$ cat src/design/ahb_master_pkg.sv
// ************************************************
// Shared AHB-Lite encodings for the bus master.
// The undefined-length INCR burst is not supported.
// Length code 0 always means a single transfer.
// ************************************************

package ahb_master_pkg;

    typedef enum logic [1:0] {
        IDLE   = 2'b00,
        BUSY   = 2'b01,
        NONSEQ = 2'b10,
        SEQ    = 2'b11
    } htrans_e;

    // HBURST split into a length code and the incrementing flag.
    // Wrap bursts have the flag clear.
    typedef struct packed {
        logic [1:0] len;
        logic       incr;
    } burst_fields_t;

    typedef union packed {
        logic [2:0]    raw;
        burst_fields_t f;
    } burst_code_u;

    // No burst may cross this address boundary.
    localparam int BOUNDARY_BYTES = 1024;

    function automatic logic [4:0] burst_beats(input logic [1:0] len);
        logic [4:0] beats;
        case (len)
            2'd1:    beats = 5'd4;
            2'd2:    beats = 5'd8;
            2'd3:    beats = 5'd16;
            default: beats = 5'd1;
        endcase
        return beats;
    endfunction

    function automatic logic [7:0] size_bytes(input logic [2:0] size);
        return 8'd1 << size;
    endfunction

endpackage

$ cat src/design/ahb_addr_phase.sv
// ************************************************
// Address phase stage of the AHB-Lite master.
// Issues SINGLE, INCR4/8/16 and WRAP4/8/16 bursts.
// No BUSY transfers are generated.
// abort returns htrans to IDLE on the next edge.
// ************************************************

module ahb_addr_phase #(
    parameter int ADDR_WIDTH = 32
) (
    input  logic                    ahb_clk_in,
    input  logic                    ahb_rstn_in,
    input  logic                    chk_valid,
    input  logic [ADDR_WIDTH-1:0]   chk_addr,
    input  logic [2:0]              chk_burst,
    input  logic [2:0]              chk_size,
    input  logic                    chk_write,
    input  logic                    hready,
    input  logic                    abort,
    output logic                    addr_ready,
    output logic [ADDR_WIDTH-1:0]   haddr,
    output logic [2:0]              hburst,
    output logic [2:0]              hsize,
    output ahb_master_pkg::htrans_e htrans,
    output logic                    hwrite,
    output logic                    beat_valid,
    output logic                    beat_write,
    output logic                    beat_last,
    output logic                    wdata_take
);
    import ahb_master_pkg::*;

    burst_code_u           new_burst;
    burst_code_u           cur_burst;
    logic [4:0]            beats_left;
    logic                  active;
    logic                  start;
    logic [ADDR_WIDTH-1:0] step;
    logic [ADDR_WIDTH-1:0] wrap_mask;
    logic [ADDR_WIDTH-1:0] incr_addr;
    logic [ADDR_WIDTH-1:0] next_addr;

    assign new_burst = chk_burst;
    assign hburst    = cur_burst.raw;

    // The FSM state is the transfer type itself: IDLE, NONSEQ or SEQ.
    assign active     = htrans != IDLE;
    assign addr_ready = !active;
    assign start      = chk_valid && addr_ready;

    // A beat counts once its address phase sees hready high.
    assign beat_valid = active && hready;
    assign beat_write = hwrite;
    assign beat_last  = beats_left == '0;
    assign wdata_take = beat_valid && hwrite;

    // Wrap bursts keep the upper address bits and wrap the lower ones
    // inside a window of beats times transfer size.
    assign step      = ADDR_WIDTH'(size_bytes(hsize));
    assign wrap_mask = (ADDR_WIDTH'(burst_beats(cur_burst.f.len)) << hsize) - 1'b1;
    assign incr_addr = haddr + step;

    always_comb begin
        if (cur_burst.f.incr) begin
            next_addr = incr_addr;
        end else begin
            next_addr = (haddr & ~wrap_mask) | (incr_addr & wrap_mask);
        end
    end

    always_ff @(posedge ahb_clk_in or negedge ahb_rstn_in) begin
        if (!ahb_rstn_in) begin
            htrans     <= IDLE;
            beats_left <= '0;
            haddr      <= '0;
            cur_burst  <= '0;
            hsize      <= '0;
            hwrite     <= 1'b0;
        end else if (start) begin
            htrans     <= NONSEQ;
            haddr      <= chk_addr;
            cur_burst  <= new_burst;
            hsize      <= chk_size;
            hwrite     <= chk_write;
            beats_left <= burst_beats(new_burst.f.len) - 1'b1;
        end else if (active) begin
            if (abort) begin
                htrans <= IDLE;
            end else if (hready) begin
                if (beat_last) begin
                    htrans <= IDLE;
                end else begin
                    htrans     <= SEQ;
                    haddr      <= next_addr;
                    beats_left <= beats_left - 1'b1;
                end
            end
        end
    end

endmodule

$ cat src/design/ahb_data_phase.sv
// ************************************************
// Data phase stage of the AHB-Lite master.
// Expects the two-cycle ERROR response of AHB-Lite.
// A rejection must not coincide with a completion.
// WAIT_TIMEOUT must be at least 1.
// ************************************************

module ahb_data_phase #(
    parameter int DATA_WIDTH   = 32,
    parameter int WAIT_TIMEOUT = 6
) (
    input  logic                  ahb_clk_in,
    input  logic                  ahb_rstn_in,
    input  logic                  beat_valid,
    input  logic                  beat_write,
    input  logic                  beat_last,
    input  logic                  rej_pulse,
    input  logic [DATA_WIDTH-1:0] wdata,
    input  logic [DATA_WIDTH-1:0] hrdata,
    input  logic                  hready,
    input  logic                  hresp,
    output logic [DATA_WIDTH-1:0] hwdata,
    output logic                  abort,
    output logic                  rsp_valid,
    output logic [DATA_WIDTH-1:0] rsp_rdata,
    output logic                  rsp_error
);
    localparam int CNT_WIDTH = $clog2(WAIT_TIMEOUT + 1);

    logic                 dp_valid;
    logic                 dp_write;
    logic                 dp_last;
    logic [CNT_WIDTH-1:0] wait_cnt;
    logic                 timed_out;
    logic                 done;
    logic                 dp_error;

    // The timeout fires on the WAIT_TIMEOUT-th consecutive low hready.
    assign timed_out = dp_valid && !hready && (wait_cnt == CNT_WIDTH'(WAIT_TIMEOUT - 1));
    assign done      = dp_valid && (hready || timed_out);
    assign dp_error  = hresp || timed_out;

    // Stop the rest of the burst in the first cycle of an ERROR response.
    // On the last beat there is nothing left to stop, and the address
    // stage may already be starting the next burst.
    assign abort = dp_valid && !dp_last && ((hresp && !hready) || timed_out);

    always_ff @(posedge ahb_clk_in or negedge ahb_rstn_in) begin
        if (!ahb_rstn_in) begin
            dp_valid  <= 1'b0;
            dp_write  <= 1'b0;
            dp_last   <= 1'b0;
            wait_cnt  <= '0;
            rsp_valid <= 1'b0;
            rsp_error <= 1'b0;
        end else begin
            if (beat_valid) begin
                dp_valid <= 1'b1;
                dp_write <= beat_write;
                dp_last  <= beat_last;
            end else if (done) begin
                dp_valid <= 1'b0;
            end

            if (!dp_valid || hready || timed_out) begin
                wait_cnt <= '0;
            end else begin
                wait_cnt <= wait_cnt + 1'b1;
            end

            rsp_valid <= done || rej_pulse;
            rsp_error <= (done && dp_error) || rej_pulse;
        end
    end

    // Write data is taken with the address phase and held through wait states.
    always_ff @(posedge ahb_clk_in) begin
        if (beat_valid && beat_write) begin
            hwdata <= wdata;
        end
        if (done || rej_pulse) begin
            rsp_rdata <= (done && !dp_write && !dp_error) ? hrdata : '0;
        end
    end

endmodule

$ cat src/design/ahb_master_top.sv
// ************************************************
// AHB-Lite bus master, three-stage pipeline.
// Client fields are held for the whole burst.
// No HPROT, no write strobes, no INCR bursts.
// ************************************************

module ahb_master_top #(
    parameter int ADDR_WIDTH   = 32,
    parameter int DATA_WIDTH   = 32,
    parameter int WAIT_TIMEOUT = 6
) (
    input  logic                    ahb_clk_in,
    input  logic                    ahb_rstn_in,
    input  logic                    req_valid,
    input  logic [ADDR_WIDTH-1:0]   req_addr,
    input  logic [2:0]              req_burst,
    input  logic [2:0]              req_size,
    input  logic                    req_write,
    input  logic [DATA_WIDTH-1:0]   wdata,
    output logic                    req_accept,
    output logic                    wdata_take,
    output logic                    rsp_valid,
    output logic [DATA_WIDTH-1:0]   rsp_rdata,
    output logic                    rsp_error,
    output logic [ADDR_WIDTH-1:0]   haddr,
    output logic [2:0]              hburst,
    output logic [2:0]              hsize,
    output ahb_master_pkg::htrans_e htrans,
    output logic                    hwrite,
    output logic [DATA_WIDTH-1:0]   hwdata,
    input  logic [DATA_WIDTH-1:0]   hrdata,
    input  logic                    hready,
    input  logic                    hresp
);
    logic                  chk_valid;
    logic [ADDR_WIDTH-1:0] chk_addr;
    logic [2:0]            chk_burst;
    logic [2:0]            chk_size;
    logic                  chk_write;
    logic                  rej_pulse;
    logic                  addr_ready;
    logic                  beat_valid;
    logic                  beat_write;
    logic                  beat_last;
    logic                  abort;

    ahb_req_check #(
        .ADDR_WIDTH (ADDR_WIDTH),
        .DATA_WIDTH (DATA_WIDTH)
    ) req_check_i (
        .ahb_clk_in  (ahb_clk_in),
        .ahb_rstn_in (ahb_rstn_in),
        .req_valid   (req_valid),
        .req_addr    (req_addr),
        .req_burst   (req_burst),
        .req_size    (req_size),
        .req_write   (req_write),
        .addr_ready  (addr_ready),
        .req_accept  (req_accept),
        .chk_valid   (chk_valid),
        .chk_addr    (chk_addr),
        .chk_burst   (chk_burst),
        .chk_size    (chk_size),
        .chk_write   (chk_write),
        .rej_pulse   (rej_pulse)
    );

    ahb_addr_phase #(
        .ADDR_WIDTH (ADDR_WIDTH)
    ) addr_phase_i (
        .ahb_clk_in  (ahb_clk_in),
        .ahb_rstn_in (ahb_rstn_in),
        .chk_valid   (chk_valid),
        .chk_addr    (chk_addr),
        .chk_burst   (chk_burst),
        .chk_size    (chk_size),
        .chk_write   (chk_write),
        .hready      (hready),
        .abort       (abort),
        .addr_ready  (addr_ready),
        .haddr       (haddr),
        .hburst      (hburst),
        .hsize       (hsize),
        .htrans      (htrans),
        .hwrite      (hwrite),
        .beat_valid  (beat_valid),
        .beat_write  (beat_write),
        .beat_last   (beat_last),
        .wdata_take  (wdata_take)
    );

    ahb_data_phase #(
        .DATA_WIDTH   (DATA_WIDTH),
        .WAIT_TIMEOUT (WAIT_TIMEOUT)
    ) data_phase_i (
        .ahb_clk_in  (ahb_clk_in),
        .ahb_rstn_in (ahb_rstn_in),
        .beat_valid  (beat_valid),
        .beat_write  (beat_write),
        .beat_last   (beat_last),
        .rej_pulse   (rej_pulse),
        .wdata       (wdata),
        .hrdata      (hrdata),
        .hready      (hready),
        .hresp       (hresp),
        .hwdata      (hwdata),
        .abort       (abort),
        .rsp_valid   (rsp_valid),
        .rsp_rdata   (rsp_rdata),
        .rsp_error   (rsp_error)
    );

endmodule

$ cat src/design/ahb_req_check.sv
// ************************************************
// Request check stage of the AHB-Lite master.
// The boundary check uses the linear end address,
// so it is conservative for wrap bursts.
// The client holds its fields for the whole burst.
// ************************************************

module ahb_req_check #(
    parameter int ADDR_WIDTH = 32,
    parameter int DATA_WIDTH = 32
) (
    input  logic                  ahb_clk_in,
    input  logic                  ahb_rstn_in,
    input  logic                  req_valid,
    input  logic [ADDR_WIDTH-1:0] req_addr,
    input  logic [2:0]            req_burst,
    input  logic [2:0]            req_size,
    input  logic                  req_write,
    input  logic                  addr_ready,
    output logic                  req_accept,
    output logic                  chk_valid,
    output logic [ADDR_WIDTH-1:0] chk_addr,
    output logic [2:0]            chk_burst,
    output logic [2:0]            chk_size,
    output logic                  chk_write,
    output logic                  rej_pulse
);
    import ahb_master_pkg::*;

    localparam int BOUND_BITS = $clog2(BOUNDARY_BYTES);

    logic                  busy;
    burst_code_u           burst_u;
    logic [ADDR_WIDTH-1:0] size_mask;
    logic [ADDR_WIDTH-1:0] burst_span;
    logic [ADDR_WIDTH-1:0] end_addr;
    logic                  aligned;
    logic                  size_ok;
    logic                  in_bound;
    logic                  legal;

    assign req_accept = req_valid && !busy;

    assign burst_u    = chk_burst;
    assign size_mask  = ADDR_WIDTH'(size_bytes(chk_size)) - 1'b1;
    assign burst_span = ADDR_WIDTH'(burst_beats(burst_u.f.len)) << chk_size;
    assign end_addr   = chk_addr + burst_span - 1'b1;

    assign aligned  = (chk_addr & size_mask) == '0;
    assign size_ok  = int'(size_bytes(chk_size)) * 8 <= DATA_WIDTH;
    assign in_bound = (end_addr >> BOUND_BITS) == (chk_addr >> BOUND_BITS);
    assign legal    = aligned && size_ok && in_bound;

    // The check takes one cycle after the request is registered.
    // A legal request then waits in chk_valid for the address stage.
    always_ff @(posedge ahb_clk_in or negedge ahb_rstn_in) begin
        if (!ahb_rstn_in) begin
            busy      <= 1'b0;
            chk_valid <= 1'b0;
            rej_pulse <= 1'b0;
        end else begin
            rej_pulse <= 1'b0;
            if (req_accept) begin
                busy <= 1'b1;
            end else if (busy && !chk_valid) begin
                chk_valid <= legal;
                rej_pulse <= !legal;
                busy      <= legal;
            end else if (chk_valid && addr_ready) begin
                chk_valid <= 1'b0;
                busy      <= 1'b0;
            end
        end
    end

    always_ff @(posedge ahb_clk_in) begin
        if (req_accept) begin
            chk_addr  <= req_addr;
            chk_burst <= req_burst;
            chk_size  <= req_size;
            chk_write <= req_write;
        end
    end

endmodule

$ cat config.mk
export PLATFORM = sky130hd
export DESIGN_NAME = ahb_master_top
export DESIGN_NICKNAME = d
export VERILOG_FILES = /design/src/design/ahb_master_pkg.sv /design/src/design/ahb_addr_phase.sv /design/src/design/ahb_data_phase.sv /design/src/design/ahb_master_top.sv /design/src/design/ahb_req_check.sv
export SDC_FILE = /design/constraint.sdc
export NUM_CORES = 1
export LEC_CHECK = 0
export BUFFER_PORTS_ARGS = -buffer_cell sky130_fd_sc_hd__buf_2
export CORE_AREA = 10 10 141 143
export CTS_CLUSTER_DIAMETER = 40
export DETAILED_ROUTE_END_ITERATION = 6
export DIE_AREA = 0 0 151 153
export GPL_TIMING_DRIVEN = 0
export PLACE_DENSITY_LB_ADDON = 0.3
export REMOVE_ABC_BUFFERS = 1
export SKIP_CTS_REPAIR_TIMING = 1
export SYNTH_ARGS = -nofsm -noshare
export SYNTH_HDL_FRONTEND = slang
export SYNTH_SLANG_ARGS = --single-unit
$ cat constraint.sdc
create_clock -name ahb_clk_in -period 8.5 [get_ports ahb_clk_in]
set_input_delay 0.85 -clock ahb_clk_in [delete_from_list [all_inputs] [get_ports ahb_clk_in]]
set_output_delay 0.85 -clock ahb_clk_in [all_outputs]
set_load 0.02 [all_outputs]
# Word level (Yosys, flattened, before mapping)
# Cells that the tools add are included.
totals:
  reg_bits: 160
  output_inout_bits: 109
classes:
  addsub: 8
  n_lt_le_gt_ge: 1
  n_eq_ne: 10
  shift: 4
  mux: 27
  bitwise: 6
  n_reduce_logical: 44
ops:
  columns: ["op", "n"]
  rows:
  - ["$mux W32", 6]
  - ["$and A32 B32 Y32", 3]
  - ["$shl A5 B3 Y32", 2]
  - ["$sub A32 B1 Y32 const B", 2]
  - ["$add A32 B32 Y32", 1]
  - ["$add A32 B8 Y32", 1]
  - ["$logic_not A32 Y1", 1]
  - ["$not A32 Y32", 1]
  - ["$or A32 B32 Y32", 1]
  - ["$mux W5", 6]
  - ["$pmux W5 S3", 2]
  - ["$eq A22 B22 Y1", 1]
  - ["$logic_and A1 B1 Y1", 16]
  - ["$shl A1 B3 Y8 const A", 2]
  - ["$le A11 B6 Y1 const B", 1]
  - ["$mux W2", 5]
  - ["$reduce_bool A2 Y1", 5]
  - ["$sub A5 B1 Y5 const B", 2]
  - ["$logic_not A1 Y1", 9]
  - ["$sub A8 B1 Y9 const B", 1]
  - ["$eq A2 B2 Y1 const B", 4]
  - ["$logic_or A1 B1 Y1", 7]
  - ["$mux W1", 7]
  - ["$reduce_bool A3 Y1", 2]
  - ["10 further kinds", 12]

# Logic depth before layout (Yosys ltp)
logic_depth:
  word_depth: 13
  depth_mapped: 20

# Hierarchy
# A second synthesis with hierarchy kept.
unflattened:
  cells_unflattened: 1048
  area_unflattened_um2: 10182.3
modules_own_cells:
  columns: ["mod", "instances", "cells_each", "area_per_inst_um2"]
  rows:
  - ["ahb_req_check", 1, 501, 4210.3]
  - ["ahb_addr_phase", 1, 416, 3432.0]
  - ["ahb_data_phase", 1, 131, 2539.9]

# Worst setup path before layout
# No wires, ideal clock.
synth_path:
  kind: "reg2reg"
  from: "register req_check_i.chk_size[2]"
  to: "register req_check_i.rej_pulse"
  setup_ns: 0.080
  arrival_time_ns: 3.928
  t_required_ns: 8.420
  setup_slack_ns: 4.492
  path_stages_with_launch: 18
  n_path_buf: 3
  cell_sequence: "edfxtp_1 -> clkbuf_1 -> clkbuf_1 -> nand2_1 -> or3_1 -> ha_1 -> inv_1 -> ha_1 -> clkbuf_1 -> o21ai_0 -> o21bai_1 -> a211oi_1 -> o32ai_2 -> a21oi_1 -> or4_1 -> and4b_1 -> o2111ai_1 -> nor3b_2"
synth_via:
  elab_chain_cells: 9
synth_lines:
  columns: ["item", "line", "rtl"]
  rows:
  - ["start, declared", "ahb_req_check.sv:24", "output logic [2:0] chk_size,"]
  - ["start signal, assigned", "ahb_req_check.sv:80", "chk_size <= req_size;"]
  - ["branches (longest 5 deep; another with $add A32 B32 Y32)", null, null]
  - ["$logic_and A1 B1 Y1 (*)", "ahb_req_check.sv:52", "assign legal = aligned && size_ok && in_bound;"]
  - ["$logic_not A1 Y1 (*)", "ahb_req_check.sv:67", "rej_pulse <= !legal;"]
  - ["$mux W1 (*)", "ahb_req_check.sv:65", "end else if (busy && !chk_valid) begin"]
  - ["$mux W1 (*)", "ahb_req_check.sv:63", "if (req_accept) begin"]
  - ["end signal, assigned", "ahb_req_check.sv:67", null]
  - ["end, declared", "ahb_req_check.sv:26", "output logic rej_pulse"]
# Mark *: on every way between the ends.
# A chain may end at the register's enable or synchronous reset.

# Final worst setup path
layout_path:
  from: "register req_check_i.chk_size[0]"
  to: "register req_check_i.rej_pulse"
# The elaborated chain is that of the path after synthesis.

==> impl_metrics.toml <==
[status]
outcome = "finished clean"

[floorplanning]
fp.dieW_um = 151
num_rows = 48
dieArea_mm2 = 0.02310
initial_utilization_pct = 59.01
io_pins = 217
fp.dieH_um = 153
coreArea_mm2 = 0.01706

[hold_path]
whs_path_depth = 2
min_path_type = "register to register"

[logic_synthesis]
synth_area_leader_cell = "edfxtp_1"
synth_edf_count = 103
synth_top_area_share_pct = 30.73
synth-simple-area-share_pct = 20.20
synth_compound_area_share_pct = 18.08
synth_top_family_by_area = "simple AND/OR/NAND/NOR gates"
syn_avg_cell_area_um2 = 9.302
ys_async_sr_fraction_pct = 35.63
syn_inst = 1082
synth.cell_area_mm2 = 0.01006
synthTopCellsByCount = "edfxtp_1, nand2_1, nor2_1"
netlist-cell-type-count = 72
synthMuxAreaShare_pct = 0.8454
synth-xor-area-share_pct = 4.090
synth_seq_cells = 160
yosys.area_share.adder_pct = 7.036
synth_area_leaders = "edfxtp_1, dfrtp_1, ha_1, a21oi_1, nand2_1"
ys.flop_type = "edfxtp_1"
seq_area_frac_synth_pct = 44.90
yosys_warnings = 0

[power]
cellPowerDensity_mw_per_mm2 = 227.5
leakage_uw = 0.005142
peakVddDrop_uv = 188.4
p_total_uw = 2708

[grt]
grt-busiest-layer = "met2"
globalRouteMet3Util_pct = 5.757
grt_overflow = 0
grt_max_degree = 58
first_global_vias = 8569
antenna_found_initial = 0
grt_use_met1_pct = 34.38
use_met2_pct = 41.13
grt_use_total_pct = 25.99
grt_pass1_wl_mm = 47.52

[final_layout]
fillers = 1325
finalNetCount = 1432
stdcell_area_mm2 = 0.01190
area_growth_pct = 18.27
drive_gt1_share_pct = 21.16
n_antenna_cell = 0
final_util_pct = 69.79

[routing]
routed_wl_mm = 30.89
routedWlPerCell_um = 20.51
dr.pass1.iters = 5
drt-initial-drc-count = 872
vias = 9363
drc = 0
avgViaCountPerCell = 6.217
ant_nets = 0

[cts]
cts-htree-levels = 4
clkSlewWorstSetupHoldPaths_ns = 0.08
cts-root-buf = "clkbuf_16"
clock-sinks = 160
clk_latency_ns = 0.44
cts_tree = "built"
numCtsBuffers = 17
clockBufferDepth = 2

[setup_path]
critPathMaxFanout = 13
cp_data_arrival_time_ns = 5.04
cp_slowest_cell = "edfxtp_1"
critPathLaunchType = "register"
cp_cell_sequence = "nand2b_1 -> o21ai_0 -> nand2_1 -> o21ai_0 -> nand2_1 -> ha_1 -> inv_1 -> ha_1 -> nand2_1 -> o21ai_0 -> nor4_1 -> a221o_1 -> nor4_1 -> o21ai_0 -> nor4_1 -> o2111ai_1 -> nor3b_2"
reg2reg_depth = 17
max_stage_delay_ns = 0.59
critPathMostFrequentCell = "o21ai_0"
path_class = "register to register"
crit_path_end_kind = "register"
cp.required_ns = 8.82

[sta]
grt_setup_unrepaired = "false"
min_period_ns = 4.725
period_share_pct = 55.59
finalWorstSetupSlack_ns = 3.775
clock_skew_ns = 0.01520
max_freq_mhz = 211.6
setup_viol = 0
slew_viol_final = 0
finalSetupTns_ns = 0
worst_pin_slew_ns = 1.243
hold_viol_final = 0
maxSlewHeadroom_pct = 17.16

[placed_design]
place.gp.congestion = 0.9865
dp_slack_ns = 3.911
io_buffers = 216
hpwlAfterDp_mm = 23.39
placed_cell_area_mm2 = 0.01128

[flow_run]
maxCapViolations = 0
[cells by family after synthesis]
group | Yosys count
flip-flops | 160
AND/OR/NAND/NOR | 399
multiplexers | 8
AO/OA/AOI/OAI | 284
adder cells (fa/ha/maj) | 56
XOR/XNOR | 47
buffers and inverters | 128
[where the power goes]
part / switching, uW / leakage [uW] / total, uW / internal (uW)
combinational: 541 / 0.00317 / 844 / 303
sequential: 114 / 0.00168 / 1080 / 965
clock: 362 / 0.000297 / 786 / 424
total: 1020 / 0.00514 / 2710 / 1690
[metrics by stage]
step | hold WS, ns | std cells
2_1_floorplan | 0.4146 | 1031
3_3_place_gp | 0.4183 | 1472
3_5_place_dp | 0.4274 | 1474
4_1_cts | 0.4524 | 1506
5_1_grt | 0.4897 | 1506
6_report | 0.4532 | 1506
[cell type report]
type                            count  area [um^2]  area share, %
Timing Repair Buffer              218         1122          9.428
Tap cell                          225        281.5          2.365
Sequential cell                   160         4519          37.97
Multi-Input combinational cell    794         5075          42.63
Inverter                           77        289.0          2.428
Clock inverter                     15        191.4          1.608
Clock buffer                       17        425.4          3.574
[cells in the final DEF (no fill, tap or decap), types with 36 or more instances in the layout]
cell type	Yosys	layout
o21ai_0	65	65
and2_1	37	36
nor2_1	83	83
a21oi_1	79	79
buf_2	0	215
ha_1	55	55
dfrtp_1	57	57
nand2_1	103	102
edfxtp_1	103	103
inv_1	76	76
[routing by layer]
layer / up-vias / share of wire [%]
met5: - / 0
met4: 0 / 3.0
met3: 86 / 9.3
met2: 542 / 47
met1: 4394 / 40
li1: 4341 / -
[critical path, delay by kind of cell, from the launching register on]
kind,cells,cell delay [ns]
AOI/OAI and AO/OA,6,1.64
buffers and inverters,1,0.04
DFF,1,0.59
adders and majority gates,2,0.72
and+or+nand+nor,8,1.62
[worst paths after layout]
kind	startpoint	end	slack [ns]
worst max-delay path	req_check_i.chk_size[0]$_DFFE_PP_	req_check_i.rej_pulse$_DFF_PN0_	3.78
min in group asynchronous	ahb_rstn_in	addr_phase_i.beats_left[2]$_DFFE_PN0P_	0.50
worst min register to register	req_check_i.chk_burst[0]$_DFFE_PP_	addr_phase_i.hburst[0]$_DFFE_PN0P_	0.45
worst max register to register	req_check_i.chk_size[0]$_DFFE_PP_	req_check_i.rej_pulse$_DFF_PN0_	3.78
max in group asynchronous	ahb_rstn_in	async pin	7.51
worst min-delay path	req_check_i.chk_burst[0]$_DFFE_PP_	addr_phase_i.hburst[0]$_DFFE_PN0P_	0.45
No activity file was read; power rests on OpenSTA's default activity.
